### src/macBoardPkg.sv
// memory map widths, region select constants and spi framing constants
`default_nettype none

package macBoardPkg;

	// --------------------------------------------------
	// memory map
	// --------------------------------------------------
	localparam int MemAddrBits  = 12;  // word address into the shared memory
	localparam int MemWordBits  = 16;  // 68000 data bus width
	localparam int LoadAddrBits = 11;  // offset inside one half of memory

	// top address bit picks the half
	localparam logic UpperHalf = 1'b1;  // os rom and disk image
	localparam logic LowerHalf = 1'b0;  // cpu ram aliased by the arbiter

	// disk image sits behind the rom in the upper half
	localparam logic [LoadAddrBits-1:0] DiskOffset = 11'd1024;

	// --------------------------------------------------
	// spi download framing
	// --------------------------------------------------
	localparam int IndexBits      = 5;   // kept bits of the index byte
	localparam int IndexFrameBits = 8;   // index byte opens every frame
	localparam int WordFrameBits  = 16;  // then one word per 16 bits sent msb first

endpackage

`default_nettype wire
### src/romLoader.sv
// spi download receiver producing indexed word writes
`timescale 1ns/10ps
`default_nettype none

module romLoader import macBoardPkg::*; (
	input  wire                     clk8,
	input  wire                     rst,
	input  wire                     spiSck,       // io controller spi clock
	input  wire                     spiSs,        // frame select, active low
	input  wire                     spiDi,        // data from io controller
	output logic                    downloading,  // high from index byte to frame end
	output logic                    loadWrite,    // one pulse per received word
	output logic [IndexBits-1:0]    loadIndex,    // 0 selects the rom and others the disk
	output logic [LoadAddrBits-1:0] loadAddr,     // word offset within the frame
	output logic [MemWordBits-1:0]  loadData
);
	localparam int CountBits = $clog2(WordFrameBits);

	logic [1:0]             sckPipe;   // [1] is the synchronized value
	logic                   sckLast;
	logic [1:0]             ssPipe;
	logic                   ssLast;
	logic [1:0]             diPipe;    // same depth as sck so the bit lines up
	logic [CountBits-1:0]   bitCount;
	logic [MemWordBits-1:0] shiftReg;
	logic [MemWordBits-1:0] nextShift;
	logic                   sckRise;
	logic                   ssFall;
	logic                   ssRise;
	logic                   bitTaken;
	logic                   indexDone;
	logic                   wordDone;

	// --------------------------------------------------
	// pin synchronizers and edge detect
	// --------------------------------------------------
	always_ff @(posedge clk8) begin
		if (rst) begin
			sckPipe <= 2'b00;
			sckLast <= 1'b0;
			ssPipe  <= 2'b11;  // idle deselected
			ssLast  <= 1'b1;
		end else begin
			sckPipe <= {sckPipe[0], spiSck};
			sckLast <= sckPipe[1];
			ssPipe  <= {ssPipe[0], spiSs};
			ssLast  <= ssPipe[1];
		end
	end

	always_ff @(posedge clk8) begin
		diPipe <= {diPipe[0], spiDi};
	end

	assign sckRise = sckPipe[1] & ~sckLast;
	assign ssFall  = ~ssPipe[1] & ssLast;  // frame start
	assign ssRise  = ssPipe[1] & ~ssLast;  // frame end
	assign bitTaken = sckRise & ~ssPipe[1];

	assign nextShift = {shiftReg[MemWordBits-2:0], diPipe[1]};

	// index phase until downloading goes high and word phase after
	assign indexDone = bitTaken & ~downloading & (bitCount == CountBits'(IndexFrameBits - 1));
	assign wordDone  = bitTaken & downloading & (bitCount == CountBits'(WordFrameBits - 1));

	// --------------------------------------------------
	// frame control
	// --------------------------------------------------
	always_ff @(posedge clk8) begin
		if (rst) begin
			bitCount    <= '0;
			downloading <= 1'b0;
			loadWrite   <= 1'b0;
			loadAddr    <= '0;
		end else begin
			loadWrite <= wordDone;  // strobe in the cycle after the last bit
			if (loadWrite)
				loadAddr <= loadAddr + 1'b1;
			if (ssFall) begin
				bitCount <= '0;
				loadAddr <= '0;  // every frame loads from its own base
			end else if (bitTaken) begin
				bitCount <= (indexDone || wordDone) ? '0 : bitCount + 1'b1;
			end
			if (ssRise)
				downloading <= 1'b0;
			else if (indexDone)
				downloading <= 1'b1;
		end
	end

	// shift register and captured payload
	always_ff @(posedge clk8) begin
		if (bitTaken)
			shiftReg <= nextShift;
		if (indexDone)
			loadIndex <= nextShift[IndexBits-1:0];  // upper index bits dropped
		if (wordDone)
			loadData <= nextShift;
	end

endmodule

`default_nettype wire

### config.mk
export PLATFORM = sky130hd
export DESIGN_NAME = romLoader
export DESIGN_NICKNAME = d
export VERILOG_FILES = /design/src/macBoardPkg.sv /design/src/romLoader.sv
export SDC_FILE = /design/constraint.sdc
export NUM_CORES = 1
export LEC_CHECK = 0
export BUFFER_PORTS_ARGS = -buffer_cell sky130_fd_sc_hd__buf_2
export CORE_ASPECT_RATIO = 1.4
export CORE_UTILIZATION = 45
export CTS_BUF_LIST = sky130_fd_sc_hd__clkbuf_4 sky130_fd_sc_hd__clkbuf_8
export CTS_CLUSTER_SIZE = 8
export DETAILED_ROUTE_END_ITERATION = 10
export HOLD_SLACK_MARGIN = 0.08
export PLACE_DENSITY = 0.72
export SETUP_SLACK_MARGIN = 0.05
export SYNTH_ARGS = -nofsm -noshare
export SYNTH_HDL_FRONTEND = slang
export SYNTH_SLANG_ARGS = --single-unit
### constraint.sdc
create_clock -name clk8 -period 2.9 [get_ports clk8]
set_input_delay 0.29 -clock clk8 [delete_from_list [all_inputs] [get_ports clk8]]
set_output_delay 0.29 -clock clk8 [all_outputs]
set_load 0.1 [all_outputs]
# Word level (Yosys, flattened, before mapping)
# Cells that the tools add are included.
[op_classes]
bitwise_logic = 12
n_addsub = 2
mux = 1
n_eq_ne = 2
n_reduce_logical = 3
[op_table]
columns = ["op", "count"]
rows = [
  ["adder 11 x 1 -> 11 bit (second input constant)", 1],
  ["AND 1 bit", 8],
  ["adder 4 x 1 -> 4 bit (second input constant)", 1],
  ["equality test 4 x 3 -> 1 bit (second input constant)", 1],
  ["equality test 4 bit (second input constant)", 1],
  ["two-way mux 4 bit", 1],
  ["inverter 1 bit", 4],
  ["OR reduction 2 bit", 2],
  ["logical OR 1 bit", 1],
]
[word_totals]
out_inout_bits = 34
wordCells = 32
ff_bits = 61

# Depth between registers and ports, before layout
# Gate-level depths: netlist (run 1).
[logic_depth]
word_depth = 7
mapped_depth = 4
mapped_depth_nobuf = 4

# Worst setup path before layout (run 1)
# Ideal clock, no wire load.
[synth_path]
path_kind = "register to register"
startpoint = "register downloading"
endpoint = "register loadData[0] (enable)"
required_time_ps = 2512
synth_period_minus_slack_ps = 2310
setup_slack_ps = 590
setup_ps = 388
arrival_ps = 1921
stages_incl_launch_ff = 3
path_cell_list = "dfxtp_1 nand2_1 nor2_1"
[synth_between]
elab_chain_len = 2
[synth_rtl]
columns = ["element", "line_no", "text"]
rows = [
  ["from (decl)", "romLoader.sv:11", "output logic downloading,"],
  ["from (signal assigned)", "romLoader.sv:72", "downloading <= 1'b0;"],
  ["from (signal assigned)", "romLoader.sv:86", "downloading <= 1'b0;"],
  ["from (signal assigned)", "romLoader.sv:88", "downloading <= 1'b1;"],
  ["AND 1 bit (2 in a row)", "romLoader.sv:64", "assign wordDone = bitTaken & downloading & (bitCount == CountBits'(WordFrameBits - 1));"],
  ["net wordDone", "romLoader.sv:32", "logic wordDone;"],
  ["to (signal assigned)", "romLoader.sv:99", "loadData <= nextShift;"],
  ["to (decl)", "romLoader.sv:15", "output logic [MemWordBits-1:0] loadData"],
]
# The timed path passes the listed nets, and every way through them passes these cells.
# A chain may end at the register's enable or synchronous reset.

# Worst setup path after layout (run 1)
[layout_path]
startpoint = "register bitCount[0]"
endpoint = "register loadIndex[0] (enable)"
[layout_between]
elab_chain_len = 2
[layout_rtl]
columns = ["element", "line_no", "text"]
rows = [
  ["from (decl)", "romLoader.sv:24", "logic [CountBits-1:0] bitCount;"],
  ["from (signal assigned)", "romLoader.sv:83", "bitCount <= (indexDone || wordDone) ? '0 : bitCount + 1'b1;"],
  ["equality test 4 x 3 -> 1 bit", "romLoader.sv:63", "assign indexDone = bitTaken & ~downloading & (bitCount == CountBits'(IndexFrameBits - 1));"],
  ["AND 1 bit", "romLoader.sv:63", ""],
  ["net indexDone", "romLoader.sv:31", "logic indexDone;"],
  ["to (signal assigned)", "romLoader.sv:97", "loadIndex <= nextShift[IndexBits-1:0];"],
  ["to (decl)", "romLoader.sv:13", "output logic [IndexBits-1:0] loadIndex,"],
]
# The timed path passes the listed nets, and every way through them passes these cells.

==> results of run 1 <==
## area by class of cell
| type | count | share of cell area [%] |
|---|---|---|
| well taps | 60 | 2.90 |
| multi-input cells | 71 | 18.4 |
| clock buffers | 9 | 4.78 |
| clock inverters | 6 | 3.96 |
| repair buffers | 41 | 8.31 |
| flip-flops and latches | 61 | 61.0 |
| inverters | 4 | 0.579 |
## worst max path at each step
stage                           start      endpoint  slack (ps)  cells past startpoint
after floorplan           downloading   loadData[0]         590                      2
after global placement    bitCount[0]  loadIndex[0]        1110                      4
after detailed placement  bitCount[0]  loadIndex[2]        1010                      4
after CTS                 bitCount[0]  loadIndex[2]        1000                      4
after global routing      bitCount[0]  loadIndex[2]         860                      4
final                     bitCount[0]  loadIndex[0]        1010                      4
## cell usage after synthesis, types with 3 or more instances
library cell / count
sky130_fd_sc_hd__a211oi_1: 3
sky130_fd_sc_hd__a21oi_1: 7
sky130_fd_sc_hd__dfxtp_1: 25
sky130_fd_sc_hd__edfxtp_1: 36
sky130_fd_sc_hd__inv_1: 4
sky130_fd_sc_hd__nand2_1: 7
sky130_fd_sc_hd__nand4_1: 3
sky130_fd_sc_hd__nor2_1: 7
sky130_fd_sc_hd__nor2b_1: 4
sky130_fd_sc_hd__o21ai_0: 5
sky130_fd_sc_hd__or4_1: 3
sky130_fd_sc_hd__xnor2_1: 4
sky130_fd_sc_hd__xor2_1: 3
## per-stage QoR
stage,power (uW),cells
floorplan,944,138
global placement,950,236
detailed placement,951,236
CTS,1810,252
global route,1850,252
finish,1790,252
## routing by layer
layer | vias to the layer above | wire length (um) | global-route usage (%)
li1 | 613 | - | -
met5 | - | 0 | 0
met2 | 47 | 1610 | 24.7
met1 | 589 | 1440 | 17.8
met4 | 0 | 82 | 11.2
met3 | 9 | 200 | 5.92
## report_power, final
group          total (uW)  switching (uW)  internal (uW)
sequential            918            3.45            915
combinational        14.9            8.69           6.24
clock                 856             297            558
total                1790             310           1480
## worst register-to-register path: cells and delay by family, from the launching register on
family,cells,cell delay [ps]
adders and majority gates,1,220
DFF,1,400
and+or+nand+nor,3,910
## registers in the layout (all words and copies together) (netlist names)
name	count
shiftReg	15
ssLast	1
sckLast	1
ssPipe	2
loadData	16
downloading	1
sckPipe	2
diPipe	2
bitCount	4
loadWrite	1
loadIndex	5
loadAddr	11
## cell families after synthesis
group	share of synthesized area, %
xor+xnor	2.95
buf+inv	1.14
fa+ha+maj	1.20
flops	76.1
compound gates	5.60
simple gates	12.0
mux	0.963
==> impl_results.rst, run 1 <==
.. list-table::
   :header-rows: 1

   * - Metric
     - Value
   * - Status
     - completed
   * - Global placement routability congestion
     - 0.738
   * - DRT Pass-1 Iters
     - 4
   * - Input/output buffers
     - 38
   * - Vertical die dimension
     - 82.4 um
   * - Average size of a mapped cell
     - 15.1 um^2
   * - Final standard cell utilization of the core
     - 59.6%
   * - Data arrival, critical path
     - 1850 ps
   * - Proportion of netlist area held by the largest area contributor
     - 52.0%
   * - Root Driver
     - sky130_fd_sc_hd__clkbuf_8
   * - Areal power density over the cells
     - 690 nW/um^2
   * - Cell depth of the worst hold path
     - 2
   * - Count of cell types in the netlist
     - 32
   * - Longest individual stage delay on the worst path
     - 540 ps
   * - Upper clock frequency limit
     - 528 MHz
   * - Antenna viol nets, final
     - 0
   * - Clock buffers created by TritonCTS
     - 9
   * - Max H-tree Level
     - 3
   * - Relative area change from synthesis to final layout
     - 24.7%
   * - Number of instances in the synthesized netlist
     - 138
   * - RSZ-0062 raised after global routing
     - false
   * - Reported max-cap violation count
     - 0
   * - Total number of vias
     - 1,258
   * - Largest delay share family, worst path
     - simple AND/OR/NAND/NOR gates
   * - Prevailing post-synth register cell
     - sky130_fd_sc_hd__edfxtp_1
   * - Largest net degree at the start of global routing
     - 18
   * - Routed via count divided by cell count
     - 4.99
   * - Global-route wire length before repair
     - 5420 um
   * - Hold slack
     - 148 ps
   * - Portion of the post-synthesis area used by sequential elements
     - 76.1%
   * - Post-DP Area
     - 2350 um^2
   * - Core Region
     - 4340 um^2
   * - Flops & latches, synth
     - 61
   * - Hold Crit Endpoint
     - ssPipe[0]
   * - Fraction of layout cells with a size suffix above 1
     - 31.8%
   * - Number of filler instances in the final layout
     - 387
   * - Worst Reg2Reg Path Length in Cells
     - 4
   * - Launch instance of the worst min-delay path
     - spiSs
   * - Final Instance Area
     - 2590 um^2
   * - Type of the setup path with the least slack
     - reg -> reg
   * - Number of primary I/O pins
     - 39
   * - Post-synth design cell area
     - 2080 um^2
   * - Number of setup violations in the final report
     - 0
   * - Total count of hold-check failures in the final report
     - 0
   * - Vias in the first global route
     - 1,198
   * - Least-Margin Pin Slew
     - 1120 ps
   * - Overall overflow remaining after global route
     - 0
   * - Antenna violations before repair
     - 0
   * - Count of routing violations after the opening detailed-route iteration
     - 43
   * - Area taken by flip-flops and latches
     - 1580 um^2
   * - Die Footprint
     - 4900 um^2
   * - Horiz. Die Dim
     - 59.4 um
   * - Area of combinational cells with multiple inputs
     - 478 um^2
   * - N_diodes
     - 0
   * - Max-slew headroom
     - 24.7%
   * - Clock Path Buffers
     - 2
   * - Final clock period utilization by the worst path
     - 65.3%
   * - NumNets Final
     - 195
   * - Most frequent standard cell in the layout excluding fill and tap cells
     - sky130_fd_sc_hd__buf_2
   * - Count of flip-flops with a built-in enable after synthesis
     - 36
   * - Min-delay worst type
     - in -> reg
   * - GRT Total Usage
     - 15.9%
   * - Commonest cells after routing, fill and taps aside
     - sky130_fd_sc_hd__buf_2 (38), sky130_fd_sc_hd__edfxtp_1 (36), sky130_fd_sc_hd__dfxtp_1 (25)
   * - Final clock skew
     - 7.15 ps
   * - Clock tree from TritonCTS
     - built
   * - Clock latency reported for the late side of the worst-skew pair
     - 320 ps
   * - Async S/R FF share, synth
     - 0%
   * - Nets in the synthesized netlist
     - 145
   * - Biggest area contributors in the synthesized netlist
     - sky130_fd_sc_hd__edfxtp_1 (52%), sky130_fd_sc_hd__dfxtp_1 (24%), sky130_fd_sc_hd__a21oi_1 (1.7%)
   * - DRC violation count after routing
     - 0
   * - Endpoint class of the critical path
     - flip-flop
   * - Cell-by-cell trace of the critical path
     - ha_1 > and4bb_2 > nand2_1 > nor3_1
   * - Leakage power of the design
     - 0.000975 uW
   * - Post-detailed-route wirelength per cell
     - 13.2 um
   * - Final sum of negative setup slack
     - 0 ps
   * - Post-layout min period
     - 1890 ps
   * - Critical Path Fanout Max
     - 5
   * - Reg-to-reg critical path startpoint
     - bitCount[0]
   * - Bufs and invs on worst path
     - 0
   * - Slowest cell on the critical path
     - sky130_fd_sc_hd__nor3_1
   * - Drt total wl
     - 3330 um
   * - Required time at the endpoint of the critical path
     - 2860 ps
   * - Worst slack at placement
     - 1010 ps
   * - Total of cells resized after clock tree synthesis
     - 0
   * - Synth warn
     - 0
   * - Final max-slew violation count
     - 0
   * - Initial cell density of the core
     - 47.8%
   * - Post-CTS Hold Buffers
     - 1
   * - Post-CTS setup repair buffer count
     - 0
   * - Minimum setup slack in the final design
     - 1010 ps
   * - Worst IR Drop VDD
     - 0.393 mV
   * - Reg2reg setup slack
     - 1010 ps
   * - DPL Wire Length
     - 2220 um
   * - Clock-pin slew on the worst setup and hold paths
     - 60 ps
   * - Endpoint of the most critical register-to-register path
     - loadIndex[0]
   * - TritonCTS sink count
     - 61
   * - Std cell rows
     - 28
   * - Leading area contributor after synthesis
     - sky130_fd_sc_hd__edfxtp_1
   * - Kind of launch point of the worst setup path
     - flip-flop
Power figures use the tool's default switching activity.
==> run 2, diff against run 1 <==
ABC_AREA = 1   (was not set)
clock period = 2 ns   (was 2.9 ns; I/O delays follow)
==> run 2 against run 1 <==
Against the previous run: sequential cell count stayed put; critical path type unchanged; first-iteration DRC count is 33% lower; sequential power is 45% higher; clock-buffer cell count stayed put; via count is 4.1% higher; routed wire length is 10% lower; highest routed layer unchanged; worst setup slack worse by 470 ps.
==> impl_results.rst, run 2 <==
.. list-table::
   :header-rows: 1

   * - Metric
     - Value
   * - Status
     - completed (unchanged)
   * - Clock buffers created by TritonCTS
     - 9 (unchanged)
   * - Total number of vias
     - 1,309 (was 1,258)
   * - Die Footprint
     - 4970 um^2 (was 4900 um^2)
   * - DPL Wire Length
     - 2060 um (was 2220 um)
   * - Launch instance of the worst min-delay path
     - rst (was spiSs)
   * - Async S/R FF share, synth
     - 0% (unchanged)
   * - Number of setup violations in the final report
     - 0 (unchanged)
   * - Compound-cell area share of the yosys netlist
     - 2.31% (was 5.60%)
   * - Met1 Use GR
     - 15.1% (was 17.8%)
   * - Reported max-cap violation count
     - 0 (unchanged)
   * - Cell-by-cell trace of the critical path
     - ha_1 > nand2_1 > nor2_1 > nand2_1 > inv_1 > buf_4 (was ha_1 > and4bb_2 > nand2_1 > nor3_1)
   * - Kind of launch point of the worst setup path
     - flip-flop (unchanged)
   * - Global-route wire length before repair
     - 5070 um (was 5420 um)
   * - Count of flip-flops with a built-in enable after synthesis
     - 36 (unchanged)
   * - GRT Total Usage
     - 14.5% (was 15.9%)
   * - Clock-pin slew on the worst setup and hold paths
     - 70 ps (was 60 ps)
   * - Most Frequent Cell on Critical Path
     - sky130_fd_sc_hd__nand2_1
   * - Min-delay worst type
     - in -> reg (unchanged)
   * - Final sum of negative setup slack
     - 0 ps (unchanged)
   * - Overall overflow remaining after global route
     - 0 (unchanged)
   * - Slowest cell on the critical path
     - sky130_fd_sc_hd__dfxtp_1 (was sky130_fd_sc_hd__nor3_1)
   * - Final clock skew
     - 11.5 ps (was 7.15 ps)
   * - Met3 track utilization from global routing
     - 5.92% (unchanged)
   * - Share of total power in sequential cells
     - 58.0% (was 51.3%)
   * - DRT Pass-1 Iters
     - 4 (unchanged)
   * - Nets in the synthesized netlist
     - 177 (was 145)
   * - Cell with the most instances after synthesis
     - sky130_fd_sc_hd__edfxtp_1 (unchanged)
   * - Root Driver
     - sky130_fd_sc_hd__clkbuf_8 (unchanged)
   * - Leakage power of the design
     - 0.00103 uW (was 0.000975 uW)
   * - Path length in cells of the critical path
     - 6 (was 4)
   * - Count of routing violations after the opening detailed-route iteration
     - 29 (was 43)
   * - Post-synth design cell area
     - 2110 um^2 (was 2080 um^2)
   * - Std cell rows
     - 29 (was 28)
   * - Vertical die dimension
     - 83.0 um (was 82.4 um)
   * - Reg2reg setup slack
     - 530 ps (was 1010 ps)
   * - Fraction of layout cells with a size suffix above 1
     - 28.1% (was 31.8%)
   * - RSZ-0062 raised after global routing
     - false (unchanged)
   * - Upper clock frequency limit
     - 681 MHz (was 528 MHz)
   * - Met2 Resource Use GR
     - 22.3% (was 24.7%)
   * - Leading area contributor after synthesis
     - sky130_fd_sc_hd__edfxtp_1 (unchanged)
   * - Largest delay share family, worst path
     - flip-flops (was simple AND/OR/NAND/NOR gates)
   * - Area taken by flip-flops and latches
     - 1580 um^2 (about the same)
   * - Input/output buffers
     - 38 (unchanged)
   * - Core Region
     - 4500 um^2 (was 4340 um^2)
   * - Largest registers
     - loadData x16, shiftReg x15, loadAddr x11 (unchanged)
   * - Largest net degree at the start of global routing
     - 17 (was 18)
   * - Register bank with the most flops
     - loadData (unchanged)
   * - Longest individual stage delay on the worst path
     - 380 ps (was 540 ps)
   * - Final max-slew violation count
     - 0 (unchanged)
   * - Horiz. Die Dim
     - 59.9 um (was 59.4 um)
   * - Data arrival, critical path
     - 1480 ps (was 1850 ps)
   * - Clock latency reported for the late side of the worst-skew pair
     - 330 ps (was 320 ps)
   * - Post-Synth XOR/XNOR Area
     - 1.25% (was 2.95%)
   * - Largest family of logic cells by synthesized area
     - simple AND/OR/NAND/NOR gates (unchanged)
   * - Area share of and/or/nand/nor cells after synthesis
     - 16.2% (was 12.0%)
   * - Clock group share of total power
     - 40.6% (was 47.8%)
   * - Post-CTS setup repair buffer count
     - 0 (unchanged)
   * - Adder and majority gate portion of the synthesized area
     - 1.19% (was 1.20%)
   * - Initial cell density of the core
     - 46.9% (was 47.8%)
   * - Post-layout min period
     - 1470 ps (was 1890 ps)
   * - Routed via count divided by cell count
     - 4.51 (was 4.99)
   * - Post-detailed-route wirelength per cell
     - 10.4 um (was 13.2 um)
   * - Global placement routability congestion
     - 0.764 (was 0.738)
   * - Critical Path Fanout Max
     - 16 (was 5)
   * - N_diodes
     - 0 (unchanged)
   * - Clock tree from TritonCTS
     - built (unchanged)
   * - Number of primary I/O pins
     - 39 (unchanged)
   * - Synth cell count leaders
     - sky130_fd_sc_hd__edfxtp_1 (36), sky130_fd_sc_hd__nor2_1 (28), sky130_fd_sc_hd__nand2_1 (27) (was sky130_fd_sc_hd__edfxtp_1 (36), sky130_fd_sc_hd__dfxtp_1 (25), sky130_fd_sc_hd__a21oi_1 (7), sky130_fd_sc_hd__nand2_1 (7), sky130_fd_sc_hd__nor2_1 (7))
   * - Endpoint class of the critical path
     - flip-flop (unchanged)
   * - Max-slew headroom
     - 65.5% (was 24.7%)
   * - Vias in the first global route
     - 1,160 (was 1,198)
   * - DRC violation count after routing
     - 0 (unchanged)
   * - Switch Pwr
     - 501 uW (was 310 uW)
   * - Count of cell types in the netlist
     - 23 (was 32)
   * - Tot Pwr
     - 2290 uW (was 1790 uW)
   * - Endpoint of the most critical register-to-register path
     - loadData[0] (was loadIndex[0])
   * - Portion of the post-synthesis area used by sequential elements
     - 75.0% (was 76.1%)
   * - Number of instances in the synthesized netlist
     - 170 (was 138)
   * - Relative area change from synthesis to final layout
     - 22.7% (was 24.7%)
   * - TritonCTS sink count
     - 61 (unchanged)
   * - Antenna viol nets, final
     - 0 (unchanged)
   * - Average size of a mapped cell
     - 12.4 um^2 (was 15.1 um^2)
   * - Relative contribution of combinational cells to total power
     - 1.4% (was 0.8%)
   * - Worst IR Drop VDD
     - 0.500 mV (was 0.393 mV)
   * - Drt total wl
     - 3000 um (was 3330 um)
   * - Most frequent standard cell in the layout excluding fill and tap cells
     - sky130_fd_sc_hd__buf_2 (unchanged)
   * - Area of combinational cells with multiple inputs
     - 452 um^2 (was 478 um^2)
   * - Hold slack
     - 138 ps (was 148 ps)
   * - Required time at the endpoint of the critical path
     - 2020 ps (was 2860 ps)
   * - Most Used Layer, Global Route
     - met2 (unchanged)
   * - Reg-to-reg critical path startpoint
     - bitCount[0] (unchanged)
   * - Switching share of total power
     - 21.9% (was 17.3%)
   * - Proportion of netlist area held by the largest area contributor
     - 51.3% (was 52.0%)
   * - Commonest cells after routing, fill and taps aside
     - sky130_fd_sc_hd__buf_2 (38), sky130_fd_sc_hd__edfxtp_1 (36), sky130_fd_sc_hd__nor2_1 (28) (was sky130_fd_sc_hd__buf_2 (38), sky130_fd_sc_hd__edfxtp_1 (36), sky130_fd_sc_hd__dfxtp_1 (25))
   * - Cell depth of the worst hold path
     - 2 (unchanged)
   * - Max H-tree Level
     - 3 (unchanged)
   * - Prevailing post-synth register cell
     - sky130_fd_sc_hd__edfxtp_1 (unchanged)
   * - Antenna violations before repair
     - 0 (unchanged)
   * - Number of flip-flops under the largest register name
     - 16 (unchanged)
   * - Total count of hold-check failures in the final report
     - 0 (unchanged)
   * - Biggest area contributors in the synthesized netlist
     - sky130_fd_sc_hd__edfxtp_1 (51%), sky130_fd_sc_hd__dfxtp_1 (24%), sky130_fd_sc_hd__nor2_1 (5.0%) (was sky130_fd_sc_hd__edfxtp_1 (52%), sky130_fd_sc_hd__dfxtp_1 (24%), sky130_fd_sc_hd__a21oi_1 (1.7%))
   * - Type of the setup path with the least slack
     - reg -> reg (unchanged)
   * - Clock Path Buffers
     - 2 (unchanged)
   * - Bufs and invs on worst path
     - 2 (was 0)
   * - Number of filler instances in the final layout
     - 395 (was 387)
   * - Least-Margin Pin Slew
     - 518 ps (was 1120 ps)
   * - Worst Reg2Reg Path Length in Cells
     - 6 (was 4)
   * - NumNets Final
     - 230 (was 195)
   * - Flops & latches, synth
     - 61 (unchanged)
   * - Synth warn
     - 0 (unchanged)
   * - Internal Power
     - 1790 uW (was 1480 uW)
   * - Final clock period utilization by the worst path
     - 73.4% (was 65.3%)
   * - Hold Crit Endpoint
     - sckPipe[0] (was ssPipe[0])
   * - Portion of netlist area occupied by mux cells
     - 0.475% (was 0.963%)
   * - Areal power density over the cells
     - 886 nW/um^2 (was 690 nW/um^2)
run 2: cell count changes after synthesis, sizes merged, moves of 3 or more:
cell | before | now
a211oi | 3 | 0
inv | 4 | 17
nand2 | 7 | 28
nand3 | 2 | 9
nand4 | 5 | 2
nor2 | 7 | 30
nor2b | 4 | 0
o21ai | 6 | 3
or3 | 4 | 0
or4 | 3 | 0
run 2: per-stage QoR:
stage	instances	worst slack, ps	cell area, um^2	utilization, %
after global routing	290	418	2590	57.5
after CTS	290	523	2590	57.5
after global placement	271	605	2380	52.9
after detailed placement	271	539	2380	52.9
after floorplan	170	105	2110	-
final	290	531	2590	57.5
run 2: cell families after synthesis:
family / Yosys count
muxes: 1
buffers and inverters: 18
xor gates and xnor gates: 3
and+or+nand+nor: 76
AOI/OAI and AO/OA: 9
adders and majority gates: 2
DFF: 61
run 2: layout make-up:
cell class                 count  share of cell area, %
multi-input combinational     91                   17.5
clock inverter                 7                   1.98
sequential                    61                   61.2
clock buffer                   9                   4.79
inverter                      17                   2.47
tap                           62                   3.00
timing repair buffer          43                   9.10
run 2: power by group through the flow:
stage	Combinational (uW)	Clock [uW]	Sequential (uW)
6_report	32.2	930	1330
5_1_grt	36.7	1010	1330
4_1_cts	32.7	962	1330
3_5_place_dp	28.2	0	1360
3_3_place_gp	27.5	0	1360
2_1_floorplan	20.9	0	1360
run 2: worst max path at each step:
stage                start           end  slack [ps]
2_1_floorplan  loadAddr[0]   loadAddr[4]         110
3_3_place_gp   bitCount[0]   loadData[7]         610
3_5_place_dp   bitCount[0]  loadData[14]         540
4_1_cts          loadWrite     loadWrite         520
5_1_grt        bitCount[0]   loadData[0]         420
6_report       bitCount[0]   loadData[0]         530
run 2: repair_timing:
action,in CTS,in global routing
gates resized for setup,0,0
hold buffers,3,0
endpoints found under the setup margin,0,0
hold endpoints to repair,3,0
run 2: layer usage:
metal,vias up,wire (um)
li1,672,-
met4,0,64
met5,-,0
met3,5,140
met2,28,1540
met1,604,1260
==> run 3, diff against run 2 <==
PLACE_DENSITY = 0.74   (was 0.72)
clock period = 1.2 ns   (was 2 ns; I/O delays follow)
==> run 3 against run 2 <==
Against the previous run: the run now ends with negative setup slack left; critical path type unchanged; fmax up 13%; cell count rose by 5.2%; highest routed layer unchanged; largest cell class unchanged; sequential cell count unchanged.
==> impl_results.rst, run 3 (synthesized netlist as in run 2, its figures left out) <==
.. list-table::
   :header-rows: 1

   * - Metric
     - Value
   * - Critical Path Fanout Max
     - 8 (was 16)
   * - Max-slew headroom
     - 81.3% (was 65.5%)
   * - Drt total wl
     - 3860 um (was 3000 um)
   * - Count of routing violations after the opening detailed-route iteration
     - 31 (was 29)
   * - DPL Wire Length
     - 2280 um (was 2060 um)
   * - Post-detailed-route wirelength per cell
     - 12.7 um (was 10.4 um)
   * - Reg2reg setup slack
     - -100 ps (was 530 ps)
   * - Total number of vias
     - 1,392 (was 1,309)
   * - Minimum setup slack in the final design
     - -101 ps (was 531 ps)
   * - Reg-to-reg critical path startpoint
     - bitCount[1] (was bitCount[0])
   * - Die Footprint
     - 4970 um^2 (unchanged)
   * - Fraction of layout cells with a size suffix above 1
     - 45.7% (was 28.1%)
   * - Number of flip-flops under the largest register name
     - 16 (unchanged)
   * - DRC violation count after routing
     - 0 (unchanged)
   * - Global-route wire length before repair
     - 6310 um (was 5070 um)
   * - Launch instance of the worst min-delay path
     - diPipe[0] (was rst)
   * - Initial cell density of the core
     - 46.9% (unchanged)
   * - RSZ-0062 raised after global routing
     - true (was false)
   * - NumNets Final
     - 245 (was 230)
   * - Final sum of negative setup slack
     - -2070 ps (was 0 ps)
   * - Total count of hold-check failures in the final report
     - 0 (unchanged)
   * - Final standard cell utilization of the core
     - 70.1% (was 57.5%)
   * - Endpoint class of the critical path
     - flip-flop (unchanged)
   * - TritonCTS sink count
     - 61 (unchanged)
   * - Clock buffers created by TritonCTS
     - 9 (unchanged)
   * - Failing checks
     - negative setup slack
   * - DRT Pass-1 Iters
     - 4 (unchanged)
   * - Endpoint of the most critical register-to-register path
     - loadData[14] (was loadData[0])
   * - N_diodes
     - 0 (unchanged)
   * - Routed via count divided by cell count
     - 4.56 (was 4.51)
   * - Areal power density over the cells
     - 1330 nW/um^2 (was 886 nW/um^2)
   * - Worst Reg2Reg Path Length in Cells
     - 6 (unchanged)
   * - Status
     - finished, violations left (was completed)
   * - Number of filler instances in the final layout
     - 338 (was 395)
   * - Clock latency reported for the late side of the worst-skew pair
     - 330 ps (about the same)
   * - Final clock skew
     - 6.21 ps (was 11.5 ps)
   * - Post-layout min period
     - 1300 ps (was 1470 ps)
   * - Vias in the first global route
     - 1,405 (was 1,160)
   * - Tot Pwr
     - 4180 uW (was 2290 uW)
   * - Clock Path Buffers
     - 2 (unchanged)
   * - Cell depth of the worst hold path
     - 0 (was 2)
   * - Required time at the endpoint of the critical path
     - 1250 ps (was 2020 ps)
   * - Final max-slew violation count
     - 0 (unchanged)
   * - Worst IR Drop VDD
     - 0.807 mV (was 0.500 mV)
   * - Clock-pin slew on the worst setup and hold paths
     - 70 ps (about the same)
   * - Least-Margin Pin Slew
     - 283 ps (was 518 ps)
   * - Relative area change from synthesis to final layout
     - 49.5% (was 22.7%)
   * - Largest net degree at the start of global routing
     - 14 (was 17)
   * - Hold Crit Endpoint
     - diPipe[1] (was sckPipe[0])
   * - Kind of launch point of the worst setup path
     - flip-flop (unchanged)
   * - Antenna viol nets, final
     - 0 (unchanged)
   * - Upper clock frequency limit
     - 768 MHz (was 681 MHz)
   * - Root Driver
     - sky130_fd_sc_hd__clkbuf_8 (unchanged)
   * - Register bank with the most flops
     - loadData (unchanged)
   * - Max H-tree Level
     - 3 (unchanged)
   * - Clock tree from TritonCTS
     - built (unchanged)
   * - Overall overflow remaining after global route
     - 0 (unchanged)
   * - Data arrival, critical path
     - 1350 ps (was 1480 ps)
   * - Min-delay worst type
     - reg -> reg (was in -> reg)
   * - Global placement routability congestion
     - 0.782 (was 0.764)
   * - Leakage power of the design
     - 0.00122 uW (was 0.00103 uW)
   * - Commonest cells after routing, fill and taps aside
     - sky130_fd_sc_hd__edfxtp_1 (36), sky130_fd_sc_hd__buf_4 (36), sky130_fd_sc_hd__nor2_1 (26) (was sky130_fd_sc_hd__buf_2 (38), sky130_fd_sc_hd__edfxtp_1 (36), sky130_fd_sc_hd__nor2_1 (28))
   * - GRT Total Usage
     - 17.8% (was 14.5%)
   * - Type of the setup path with the least slack
     - reg -> reg (unchanged)
   * - Input/output buffers
     - 38 (unchanged)
   * - Number of primary I/O pins
     - 39 (unchanged)
   * - Reported max-cap violation count
     - 0 (unchanged)
   * - Final clock period utilization by the worst path
     - 108% (was 73.4%)
   * - Number of setup violations in the final report
     - 25 (was 0)
   * - Core Region
     - 4500 um^2 (unchanged)
   * - Std cell rows
     - 29 (unchanged)
   * - Vertical die dimension
     - 83.0 um (unchanged)
   * - Horiz. Die Dim
     - 59.9 um (unchanged)
   * - Antenna violations before repair
     - 0 (unchanged)
   * - Largest registers
     - loadData x16, shiftReg x15, loadAddr x11 (unchanged)
## run 3: cell count changes in the layout (fill, tap and decap cells not counted), sizes merged
cell and delta:
buf +14, bufinv +2, dlygate4sd3 +1, inv -2
## run 3: metrics by stage
stage | worst slack [ps] | instance area (um^2) | instances | hold WS, ps
floorplan | -490 | 2200 | 170 | 148
global route | -141 | 3150 | 305 | 346
CTS | -74.7 | 3130 | 304 | 334
finish | -101 | 3150 | 305 | 329
global placement | -132 | 2700 | 280 | 228
detailed placement | -177 | 2700 | 280 | 225
## run 3: worst max path at each step
stage                start      endpoint
2_1_floorplan   sckPipe[1]   loadData[0]
3_5_place_dp   bitCount[1]   loadData[0]
4_1_cts        bitCount[1]   loadData[1]
3_3_place_gp   bitCount[0]   loadData[0]
5_1_grt        bitCount[1]  loadData[11]
6_report       bitCount[1]  loadData[14]
## run 3: layer usage
metal | GRT usage, % | share of wire [%]
met4 | 9.09 | 1.6
met2 | 31.3 | 57
met1 | 18.5 | 37
met3 | 4.67 | 4.0
met5 | 0 | 0
## run 3: timing repair
item / 4_1_cts / 5_1_grt
gates cloned: 1 / 0
hold buffers: 4 / 0
pin swaps: 5 / 1
buffers inserted: 3 / 1
hold endpoints to repair: 6 / 0
gates resized for setup: 37 / 4
endpoints found under the setup margin: 60 / 49
## run 3: worst max-delay path, cell delays in order (launching register included)
cell and delay [ps]:
sky130_fd_sc_hd__dfxtp_4 370, sky130_fd_sc_hd__ha_4 160, sky130_fd_sc_hd__nand2_4 60, sky130_fd_sc_hd__nor2_4 80, sky130_fd_sc_hd__nand2_2 70, sky130_fd_sc_hd__clkinvlp_4 140
sky130_fd_sc_hd__buf_16 140
## run 3: report_power, final
part | switching [uW] | internal (uW) | total, uW
sequential | 8.34 | 2190 | 2190
combinational | 35.8 | 37.4 | 73.3
clock | 755 | 1160 | 1910
## run 3: final cells by class
type                       instances  area [um^2]  area share [%]
clock inverter                     7         90.1            2.86
sequential                        61         1630            51.7
tap                               62         77.6            2.46
multi-input combinational         91          548            17.4
clock buffer                       9          124            3.93
timing repair buffer              58          609            19.3
inverter                          17         72.6            2.30
